<file path="src/boot_pkg.sv">
// fixed 32-bit OBI with 4-bit ids, one manager, 64 KiB regions; map and rom image cannot be changed per instance
package boot_pkg;

	localparam int unsigned ADDR_W = 32; // byte address
	localparam int unsigned DATA_W = 32; // one word per beat
	localparam int unsigned ID_W   = 4;  // transaction id, echoed back as rid

	typedef logic [ADDR_W-1:0]   addr_t;
	typedef logic [DATA_W-1:0]   data_t;
	typedef logic [ID_W-1:0]     id_t;
	typedef logic [DATA_W/8-1:0] be_t;   // one bit per byte lane

	// request channel payload
	typedef struct packed {
		addr_t addr;
		logic  we;    // 1 = write
		be_t   be;
		data_t wdata;
		id_t   aid;
	} obi_a_t;

	typedef struct packed {
		logic   req;
		obi_a_t a;
	} obi_req_t;

	// response channel payload
	typedef struct packed {
		data_t rdata;
		id_t   rid;
		logic  err;   // decode error, rom write or bad offset
	} obi_r_t;

	typedef struct packed {
		logic   gnt;    // tied high by every target
		logic   rvalid; // one cycle after the accepted request
		obi_r_t r;
	} obi_rsp_t;

	// memory map, compared under REGION_MASK
	localparam addr_t ROM_BASE      = 32'h0200_0000;
	localparam addr_t CLINT_BASE    = 32'h0204_0000;
	localparam addr_t SOC_CTRL_BASE = 32'h0300_0000;
	localparam addr_t REGION_MASK   = 32'hFFFF_0000;

	// decoder target select
	typedef logic [1:0] tgt_sel_t;
	localparam tgt_sel_t TGT_ROM   = 2'd0;
	localparam tgt_sel_t TGT_CLINT = 2'd1;
	localparam tgt_sel_t TGT_CTRL  = 2'd2;
	localparam tgt_sel_t TGT_NONE  = 2'd3;  // unmapped, answered by the decoder

	localparam int unsigned ROM_WORDS = 9;
	localparam int unsigned ROM_AW    = 6;  // byte offset bits inside the rom window
	typedef logic [ROM_AW-3:0] rom_idx_t;   // word index

	// wfi trampoline: sleep until msip, clear it, jump to the boot address
	localparam data_t ROM_DATA [ROM_WORDS] = '{
		32'h00800293, // t0 = msie mask
		32'h30429073, // mie <= t0
		32'h10500073, // wait for interrupt
		32'h020402b7, // t0 = CLINT_BASE
		32'h0002a023, // msip <= 0
		32'h30401073, // mie <= 0
		32'h030002b7, // t0 = SOC_CTRL_BASE
		32'h0002a283, // t0 = boot address
		32'h00028067  // jump
	};

	localparam data_t ERR_DATA      = 32'hBADC_AB1E; // rdata on every error
	localparam addr_t BOOT_ADDR_RST = 32'h8000_0000; // boot address after reset

endpackage

</file>
<file path="src/boot_subsys.sv">
// boot path of the soc: one OBI manager port, fixed map, 1-cycle responses for every address
module boot_subsys (
	input  logic               clk_i,
	input  logic               rst_n_i,
	input  boot_pkg::obi_req_t obi_req_i,
	output boot_pkg::obi_rsp_t obi_rsp_o,
	output logic               msip_o      // software interrupt toward the core
);
	import boot_pkg::*;

	// decoder to target links
	obi_req_t rom_req;
	obi_rsp_t rom_rsp;
	obi_req_t clint_req;
	obi_rsp_t clint_rsp;
	obi_req_t ctrl_req;
	obi_rsp_t ctrl_rsp;

	obi_addr_demux demux_inst (
		.clk_i       (clk_i),
		.rst_n_i     (rst_n_i),
		.mgr_req_i   (obi_req_i),
		.mgr_rsp_o   (obi_rsp_o),
		.rom_req_o   (rom_req),
		.rom_rsp_i   (rom_rsp),
		.clint_req_o (clint_req),
		.clint_rsp_i (clint_rsp),
		.ctrl_req_o  (ctrl_req),
		.ctrl_rsp_i  (ctrl_rsp)
	);

	// trampoline at ROM_BASE
	bootrom bootrom_inst (
		.clk_i     (clk_i),
		.rst_n_i   (rst_n_i),
		.obi_req_i (rom_req),
		.obi_rsp_o (rom_rsp)
	);

	// wakes the core out of wfi
	clint_msip clint_inst (
		.clk_i     (clk_i),
		.rst_n_i   (rst_n_i),
		.obi_req_i (clint_req),
		.obi_rsp_o (clint_rsp),
		.msip_o    (msip_o)
	);

	soc_ctrl_regs soc_ctrl_inst (
		.clk_i     (clk_i),
		.rst_n_i   (rst_n_i),
		.obi_req_i (ctrl_req),
		.obi_rsp_o (ctrl_rsp)
	);

endmodule

</file>
<file path="src/bootrom.sv">
// read-only 9-word trampoline, always grants, answers one cycle later; writes and offsets past word 8 give err
module bootrom (
	input  logic               clk_i,
	input  logic               rst_n_i,
	input  boot_pkg::obi_req_t obi_req_i,
	output boot_pkg::obi_rsp_t obi_rsp_o
);
	import boot_pkg::*;

	logic     req_q;      // response owed this cycle
	logic     we_q;       // that request was a write
	id_t      id_q;
	rom_idx_t idx_q;      // word index of that request
	logic     far_q;      // offset outside the 64-byte window
	addr_t    offs;       // byte offset inside the region
	logic     far_d;
	logic     in_range;

	assign offs  = obi_req_i.a.addr & ~REGION_MASK;
	assign far_d = |(offs >> ROM_AW); // any bit above the window set

	always_ff @(posedge clk_i) begin
		if (!rst_n_i) begin
			req_q <= 1'b0;
		end else begin
			req_q <= obi_req_i.req;
		end
	end

	// request fields carried into the response cycle
	always_ff @(posedge clk_i) begin
		we_q  <= obi_req_i.a.we;
		id_q  <= obi_req_i.a.aid;
		idx_q <= offs[ROM_AW-1:2];
		far_q <= far_d;
	end

	assign in_range = !far_q && (idx_q < ROM_WORDS); // 9..15 unmapped too

	always_comb begin
		obi_rsp_o        = '0;
		obi_rsp_o.gnt    = 1'b1;  // never stalls
		obi_rsp_o.rvalid = req_q;
		obi_rsp_o.r.rid  = id_q;
		obi_rsp_o.r.err  = we_q || !in_range;
		// rom data only for a legal read
		obi_rsp_o.r.rdata = obi_rsp_o.r.err ? ERR_DATA : ROM_DATA[idx_q];
	end

	// a write is answered next cycle, and always as an error
	a_write_err: assert property (@(posedge clk_i) disable iff (!rst_n_i)
		(obi_req_i.req && obi_req_i.a.we) |=> (obi_rsp_o.rvalid && obi_rsp_o.r.err));

endmodule

</file>
<file path="src/clint_msip.sv">
// only the msip word at offset 0 exists; other offsets in the region answer with err, no mtime
module clint_msip (
	input  logic               clk_i,
	input  logic               rst_n_i,
	input  boot_pkg::obi_req_t obi_req_i,
	output boot_pkg::obi_rsp_t obi_rsp_o,
	output logic               msip_o
);
	import boot_pkg::*;

	logic msip_q;   // software interrupt pending
	logic hit;      // word 0 of the region addressed
	logic wr_en;
	logic req_q;
	logic hit_q;
	id_t  id_q;

	assign hit   = (obi_req_i.a.addr & ~REGION_MASK & ~addr_t'(3)) == '0;
	assign wr_en = obi_req_i.req && obi_req_i.a.we && hit && obi_req_i.a.be[0];

	always_ff @(posedge clk_i) begin
		if (!rst_n_i) begin
			msip_q <= 1'b0;
			req_q  <= 1'b0;
		end else begin
			req_q <= obi_req_i.req;
			if (wr_en) msip_q <= obi_req_i.a.wdata[0]; // takes effect on the accepting edge
		end
	end

	always_ff @(posedge clk_i) begin
		hit_q <= hit;
		id_q  <= obi_req_i.a.aid;
	end

	assign msip_o = msip_q;

	always_comb begin
		obi_rsp_o         = '0;
		obi_rsp_o.gnt     = 1'b1;
		obi_rsp_o.rvalid  = req_q;
		obi_rsp_o.r.rid   = id_q;
		obi_rsp_o.r.err   = !hit_q;                          // bad offset
		obi_rsp_o.r.rdata = hit_q ? data_t'(msip_q) : ERR_DATA; // msip in bit 0
	end

	// interrupt line moves only after a write, or when reset clears it
	a_msip_on_write: assert property (@(posedge clk_i) disable iff (!rst_n_i)
		$changed(msip_o) |-> $past(!rst_n_i || (obi_req_i.req && obi_req_i.a.we)));

endmodule

</file>
<file path="src/obi_addr_demux.sv">
// one manager to rom/clint/soc_ctrl, targets must answer exactly one cycle after req; unmapped gets err
module obi_addr_demux (
	input  logic               clk_i,
	input  logic               rst_n_i,
	input  boot_pkg::obi_req_t mgr_req_i,
	output boot_pkg::obi_rsp_t mgr_rsp_o,
	output boot_pkg::obi_req_t rom_req_o,
	input  boot_pkg::obi_rsp_t rom_rsp_i,
	output boot_pkg::obi_req_t clint_req_o,
	input  boot_pkg::obi_rsp_t clint_rsp_i,
	output boot_pkg::obi_req_t ctrl_req_o,
	input  boot_pkg::obi_rsp_t ctrl_rsp_i
);
	import boot_pkg::*;

	addr_t    region;   // upper address bits of the request
	tgt_sel_t sel_d;    // target addressed now
	tgt_sel_t sel_q;    // target owing the response
	logic     req_q;    // a request was accepted last cycle
	id_t      aid_q;    // its id, for the decode error

	assign region = mgr_req_i.a.addr & REGION_MASK;

	always_comb begin
		if (region == ROM_BASE) begin
			sel_d = TGT_ROM;
		end else if (region == CLINT_BASE) begin
			sel_d = TGT_CLINT;
		end else if (region == SOC_CTRL_BASE) begin
			sel_d = TGT_CTRL;
		end else begin
			sel_d = TGT_NONE;   // nobody sees this request
		end
	end

	// every target sees the payload, only the selected one sees req
	always_comb begin
		rom_req_o       = mgr_req_i;
		clint_req_o     = mgr_req_i;
		ctrl_req_o      = mgr_req_i;
		rom_req_o.req   = mgr_req_i.req && (sel_d == TGT_ROM);
		clint_req_o.req = mgr_req_i.req && (sel_d == TGT_CLINT);
		ctrl_req_o.req  = mgr_req_i.req && (sel_d == TGT_CTRL);
	end

	always_ff @(posedge clk_i) begin
		if (!rst_n_i) begin
			req_q <= 1'b0;
			sel_q <= TGT_NONE;
		end else begin
			req_q <= mgr_req_i.req;
			sel_q <= sel_d;
		end
	end

	always_ff @(posedge clk_i) begin
		aid_q <= mgr_req_i.a.aid;
	end

	always_comb begin
		// response side follows last cycle's selection
		case (sel_q)
			TGT_ROM:   mgr_rsp_o = rom_rsp_i;
			TGT_CLINT: mgr_rsp_o = clint_rsp_i;
			TGT_CTRL:  mgr_rsp_o = ctrl_rsp_i;
			default: begin
				mgr_rsp_o         = '0;
				mgr_rsp_o.rvalid  = req_q;
				mgr_rsp_o.r.rdata = ERR_DATA;
				mgr_rsp_o.r.rid   = aid_q;   // echo aid
				mgr_rsp_o.r.err   = 1'b1;
			end
		endcase
		// grant comes from the target addressed this cycle
		case (sel_d)
			TGT_ROM:   mgr_rsp_o.gnt = rom_rsp_i.gnt;
			TGT_CLINT: mgr_rsp_o.gnt = clint_rsp_i.gnt;
			TGT_CTRL:  mgr_rsp_o.gnt = ctrl_rsp_i.gnt;
			default:   mgr_rsp_o.gnt = 1'b1;  // decoder itself accepts
		endcase
	end

	a_one_target: assert property (@(posedge clk_i) disable iff (!rst_n_i)
		$onehot0({rom_req_o.req, clint_req_o.req, ctrl_req_o.req}));

	// targets must not answer without a request a cycle earlier
	a_rvalid_after_req: assert property (@(posedge clk_i) disable iff (!rst_n_i)
		$rose(mgr_rsp_o.rvalid) |-> $past(mgr_req_i.req));

endmodule

</file>
<file path="src/soc_ctrl_regs.sv">
// single boot-address register at offset 0, byte-lane writes, other offsets answer with err
module soc_ctrl_regs (
	input  logic               clk_i,
	input  logic               rst_n_i,
	input  boot_pkg::obi_req_t obi_req_i,
	output boot_pkg::obi_rsp_t obi_rsp_o
);
	import boot_pkg::*;

	data_t boot_addr_q;   // where the trampoline jumps
	logic  hit;           // offset 0 addressed
	logic  wr_en;
	logic  req_q;
	logic  hit_q;
	id_t   id_q;

	assign hit   = (obi_req_i.a.addr & ~REGION_MASK & ~addr_t'(3)) == '0;
	assign wr_en = obi_req_i.req && obi_req_i.a.we && hit;

	always_ff @(posedge clk_i) begin
		if (!rst_n_i) begin
			boot_addr_q <= data_t'(BOOT_ADDR_RST);
		end else if (wr_en) begin
			// only the enabled lanes change
			for (int i = 0; i < DATA_W / 8; i++) begin
				if (obi_req_i.a.be[i]) begin
					boot_addr_q[8*i +: 8] <= obi_req_i.a.wdata[8*i +: 8];
				end
			end
		end
	end

	always_ff @(posedge clk_i) begin
		if (!rst_n_i) begin
			req_q <= 1'b0;
		end else begin
			req_q <= obi_req_i.req; // response owed next cycle
		end
	end

	always_ff @(posedge clk_i) begin
		hit_q <= hit;
		id_q  <= obi_req_i.a.aid;
	end

	// response reads the register after the write edge, so a write echoes its new value
	always_comb begin
		obi_rsp_o         = '0;
		obi_rsp_o.gnt     = 1'b1;
		obi_rsp_o.rvalid  = req_q;
		obi_rsp_o.r.rid   = id_q;
		obi_rsp_o.r.err   = !hit_q;
		obi_rsp_o.r.rdata = hit_q ? boot_addr_q : ERR_DATA;
	end

endmodule
</file>
<file path="config.mk">
export PLATFORM = sky130hd
export DESIGN_NAME = boot_subsys
export DESIGN_NICKNAME = d
export VERILOG_FILES = /design/src/boot_pkg.sv /design/src/boot_subsys.sv /design/src/bootrom.sv /design/src/clint_msip.sv /design/src/obi_addr_demux.sv /design/src/soc_ctrl_regs.sv
export SDC_FILE = /design/constraint.sdc
export NUM_CORES = 1
export LEC_CHECK = 0
export ABC_AREA = 1
export BUFFER_PORTS_ARGS = -buffer_cell sky130_fd_sc_hd__buf_2
export CORE_MARGIN = 3
export CORE_UTILIZATION = 45
export CTS_BUF_LIST = sky130_fd_sc_hd__clkbuf_2 sky130_fd_sc_hd__clkbuf_4 sky130_fd_sc_hd__clkbuf_8
export DETAILED_ROUTE_END_ITERATION = 10
export PLACE_DENSITY = 0.83
export SLEW_MARGIN = 20
export SYNTH_ARGS = -nofsm -noshare
export SYNTH_HDL_FRONTEND = slang
export SYNTH_SLANG_ARGS = --single-unit
</file>
<file path="constraint.sdc">
create_clock -name clk_i -period 4.6 [get_ports clk_i]
set_input_delay 0.92 -clock clk_i [delete_from_list [all_inputs] [get_ports clk_i]]
set_output_delay 0.92 -clock clk_i [all_outputs]
set_load 0.02 [all_outputs]
</file>
* Word-level counts from Yosys, hierarchy flattened *
Memories as Yosys holds them, arrays and structs flattened.
Index checks and enable logic that the tools add are counted.

word-level totals
  memories kept = 1
  register bits after elaboration = 50
  input port bits = 76
  word-level logic and storage cells = 56
  output and inout port bits = 40
  memory bits (read-only) = 512

cells by class
  $lt $le $gt $ge = 2
  equality and inequality tests = 7
  reductions and logical operators = 21
  muxes and demuxes = 9
  bitwise operators = 1

memories
  name              words  bits a word  rd ports  clocked after Yosys merged registers in  write ports  line           text
  (name not given)  16     32           1         0                                        0            bootrom.sv:47  obi_rsp_o.r.rdata = obi_rsp_o.r.err ? ERR_DATA : ROM_DATA[idx_q];

operator list
  kind                                                   count
  two-way mux 32 bit                                     5
  case mux 38 bit (3 select lines)                       1
  equality test 16 x 10 -> 1 bit, second input constant  3
  logical NOT 32 bit                                     1
  OR reduction 10 bit                                    1
  logical AND 1 bit                                      9
  AND reduction 2 bit                                    4
  >= comparator 5 bit, second input constant             1
  NOT 4 -> 5 bit                                         1
  equality test 2 x 1 -> 1 bit, second input constant    2
  equality test 2 bit, second input constant             2
  logical NOT 2 bit                                      2
  less-than comparator 4 bit, second input constant      1
  two-way mux 2 bit                                      2
  logical NOT 1 bit                                      3
  logical OR 1 bit                                       1
  two-way mux 1 bit                                      1

* Longest topological paths before layout *
  depth after elaboration = 9
  gate-level depth with buffers = 12
  mapped depth without buffers = 11

* Modules after synthesis *
Synthesis repeated with hierarchy kept, for this count alone.

second synthesis, totals
  cells, all modules = 892
  area, all modules = 5,834.3 µm²

modules (own cells, without submodules)
  module          times used  cells an instance  sequential area each (µm²)  area an instance (µm²)
  obi_addr_demux  1           444                140.1                       2,750.1
  soc_ctrl_regs   1           278                760.7                       1,829.3
  bootrom         1           101                220.2                       715.7
  clint_msip      1           69                 140.1                       539.3

* Worst setup path after synthesis *
OpenSTA, ideal clock, no wires.

  path kind = register to output
  start = reg demux_inst.sel_q[1]
  end = out obi_rsp_o[23] in the netlist's numbering
  stages on the path, launching flop included = 4
  data arrival time = 1.570 ns
  path buffers = 0
  setup slack = 2.110 ns
  required time = 3.680 ns
  cell sequence = dfxtp_1 > nor2_1 > inv_1 > o311ai_0

RTL lines
  element                 line                  text
  from (decl)             obi_addr_demux.sv:18  tgt_sel_t sel_q;
  from (signal assigned)  obi_addr_demux.sv:52  sel_q <= sel_d;
  to (decl)               boot_subsys.sv:6      output boot_pkg::obi_rsp_t obi_rsp_o,

==> impl_results.md <==
* Outcome: finished clean
* Clk_skew at 0 ns
* WL/cell at 11.6 µm
* Post-DP Area at 3120 µm²
* Fin Setup TNS at 0 ns
* #FFs+latches synth at 50
* RD Place Congestion at 0.871
* Post-DP HPWL at 5120 µm
* Final min period at 3.33 ns
* Area Overhead vs Synth at 24.1%
* First-pass GRT wire length at between 10000 and 15000 µm
* Antenna Violating Nets Remaining at 0
* Worst-path fanout max at 24
* Highest Clock Rate at roughly 300 MHz
* Worst r2r path cells at 4
* Post-CTS Hold Fix Bufs at 0
* CTS-repair resized insts at 0
* Data required, critical path at 3.68 ns
* Core area at 5540 µm²
* Final hold violations at 0
* # Post-CTS Setup Buffers at 0
* Largest delay share family, worst path: flip-flops
* RR Endpoint: soc_ctrl_inst.boot_addr_q[11]
* VDD IR max at between 0.15 and 0.2 mV
* Final setup viols at 0
* Place WS at 1.58 ns
* GRT Residual Overflow at 0
* RSZ-0062 raised after global routing: false
* Synth top area cells: dfxtp_1 38%, nor2_1 15%, nand2_1 15%
* Power Dens Cells at 254 nW/µm²
* Crit-path max cell delay at approximately 0.75 ns
* Starting Density at 47.0%
* R2r startpoint: soc_ctrl_inst.boot_addr_q[11]
* Num CTS Buffers at 5
* # Max-Cap Violations at 0
* Synth cell types at 22
* Min-delay worst type: flop to flop
* Post-synthesis sequential area ratio at 38.4%
* Number of top-level pins at 116
* WS Path Type: flop to primary output
* Worst path cell trace: nor2_1 > inv_1 > nor2_1 > nor2_4 > o311ai_0 > buf_2
* Critical path depth at 6
* Worst reg-to-reg setup slack at around 3.9 ns
* Syn nets at 483
* Max Slew Vio Count at 0
* CTS Buffer Depth at 2
* Share of layout cells above drive strength 1 at 25.7%
* Post-Syn Instances at 402
* Most area-hungry cell type in the Yosys netlist: dfxtp_1
* # DRC at 0
* Routed vias at 2740
* DR vias/cell at 4.74
* # diodes at 0
* Crit end category: primary output
* Syn avg cell area at between 6 and 7 µm²
* Die ar. at 6740 µm²
* CTS tree: done
* DIE HEIGHT at 82.1 µm
* Worst slew pin tran at 0.726 ns
* Post-route cell area at 3230 µm²
* Number of global-route vias before repair at 2432
* Worst skew pair latency at 0.30 ns
* Final WS setup at 1.27 ns
* Tot Pwr at 0.821 mW
* Die Span X at 82.1 µm
* Slew headroom at 51.6%
* Leak at about 1.7 nW
* Crit-path most repeated cell: nor2_1
* Root Driver: clkbuf_8
* WP buf/inv at 2
* Synth top area share at 38.4%
* Port Buf Inserts at 112
* GRT Total Usage at about a fifth
* Clock Sinks at 50
* End point of the critical path: obi_rsp_o[23]
* Final wirelength at 6680 µm
* Yosys Warn Count at 0
* Setup crit start kind: flop
* Worst Path Arrival at roughly 2.4 ns
* Largest net degree at the start of global routing at 38
* Tcrit/Tclk final at 72.4%
* DR pass1 iterations at 4
* Number of placement rows at 27
* Max stage delay cell, worst path: dfxtp_1
* Clock-pin slew on the worst setup and hold paths at 0.10 ns
* Initial antenna violation count at 0
* Nets at around 590
* WHS at 0.472 ns
* Critical path origin: demux_inst.sel_q[1]
* H-tree depth at 2
* Post-Syn Area at ~2600 µm²
* Drt initial violations at 132
==> worst register-to-register path, stage by stage (launching register included) <==
cell	delay [ns]
dfxtp_1	0.36
inv_1	0.04
nand2_1	0.05
nand2_1	0.05
nor2_1	0.11
==> synth_stat cells (all sizes together) <==
cell type  instances
nor2             107
nand2            101
inv               58
dfxtp             50
o21ai             21
nand3             20
clkbuf             9
buf                7
o22ai              6
ha                 5
o211ai             5
a21oi              4
nor3               3
nand4              2
o311ai             2
a211oi             1
conb               1
==> layer usage <==
| metal | GRT usage [%] | part of all wire, % |
|---|---|---|
| met3 | 5.64 | 7.9 |
| met2 | 36.1 | 49 |
| met4 | 7.14 | 2.0 |
| met1 | 23.2 | 41 |
| met5 | 0 | 0 |
==> placed cells by master (no fill, tap or decap), types with 3 or more instances in the layout <==
master,n
a21oi_1,4
o22ai_1,6
nor3_1,3
inv_1,58
o21ai_0,21
clkbuf_8,5
nor2_1,102
nand3_2,5
nand2_1,101
nor2_4,3
o211ai_1,5
buf_2,112
ha_1,5
nand3_1,15
dfxtp_1,50
==> flip-flops by register name, indices dropped and copies added (netlist names) <==
register / count
demux_inst.sel_q: 2
bootrom_inst.idx_q: 4
soc_ctrl_inst.id_q: 4
bootrom_inst.we_q: 1
bootrom_inst.req_q: 1
demux_inst.req_q: 1
soc_ctrl_inst.hit_q: 1
soc_ctrl_inst.req_q: 1
bootrom_inst.far_q: 1
soc_ctrl_inst.boot_addr_q: 32
clint_inst.msip_o: 1
clint_inst.req_q: 1
==> worst min-delay path by stage <==
stage | to | startpoint | depth (start not counted) | slack, ns
4_1_cts | soc_ctrl_inst.boot_addr_q[31] | soc_ctrl_inst.boot_addr_q[31] | 2 | 0.47
5_1_grt | soc_ctrl_inst.boot_addr_q[31] | soc_ctrl_inst.boot_addr_q[31] | 2 | 0.51
3_5_place_dp | soc_ctrl_inst.boot_addr_q[31] | soc_ctrl_inst.boot_addr_q[31] | 2 | 0.44
2_1_floorplan | soc_ctrl_inst.boot_addr_q[31] | soc_ctrl_inst.boot_addr_q[31] | 2 | 0.42
3_3_place_gp | soc_ctrl_inst.boot_addr_q[31] | soc_ctrl_inst.boot_addr_q[31] | 2 | 0.44
6_report | soc_ctrl_inst.boot_addr_q[31] | soc_ctrl_inst.boot_addr_q[31] | 2 | 0.47
==> logic make-up (layout without fill, tap and decap cells) <==
group | Yosys count | after routing | share of synthesized area [%]
AND/OR/NAND/NOR | 233 | 233 | 36.9
buffers and inverters | 74 | 178 | 13.5
flip-flops | 50 | 50 | 38.4
AO/OA/AOI/OAI | 39 | 39 | 8.64
adder cells (fa/ha/maj) | 5 | 5 | 2.40
other | 1 | 1 | 0.144
==> final cells by class <==
cell class / count / area (µm²)
Clock buffer: 5 / 68.8
Clock inverter: 3 / 43.8
Fill cell: 563 / 2310
Inverter: 58 / 218
Multi-Input combinational cell: 278 / 1250
Sequential cell: 50 / 1000
Tap cell: 72 / 90.1
Timing Repair Buffer: 112 / 561
==> power by group <==
part | internal [mW] | total (mW) | switching, mW
Sequential | 0.437 | 0.441 | 0.00371
Combinational | 0.0304 | 0.0628 | 0.0324
Clock | 0.163 | 0.317 | 0.154
==> stage by stage <==
step | instances | utilization, %
global route | 578 | 58.4
floorplan | 402 | -
detailed placement | 570 | 56.3
finish | 578 | 58.4
global placement | 570 | 56.3
CTS | 578 | 58.4
(Power assumes the default switching activity.)
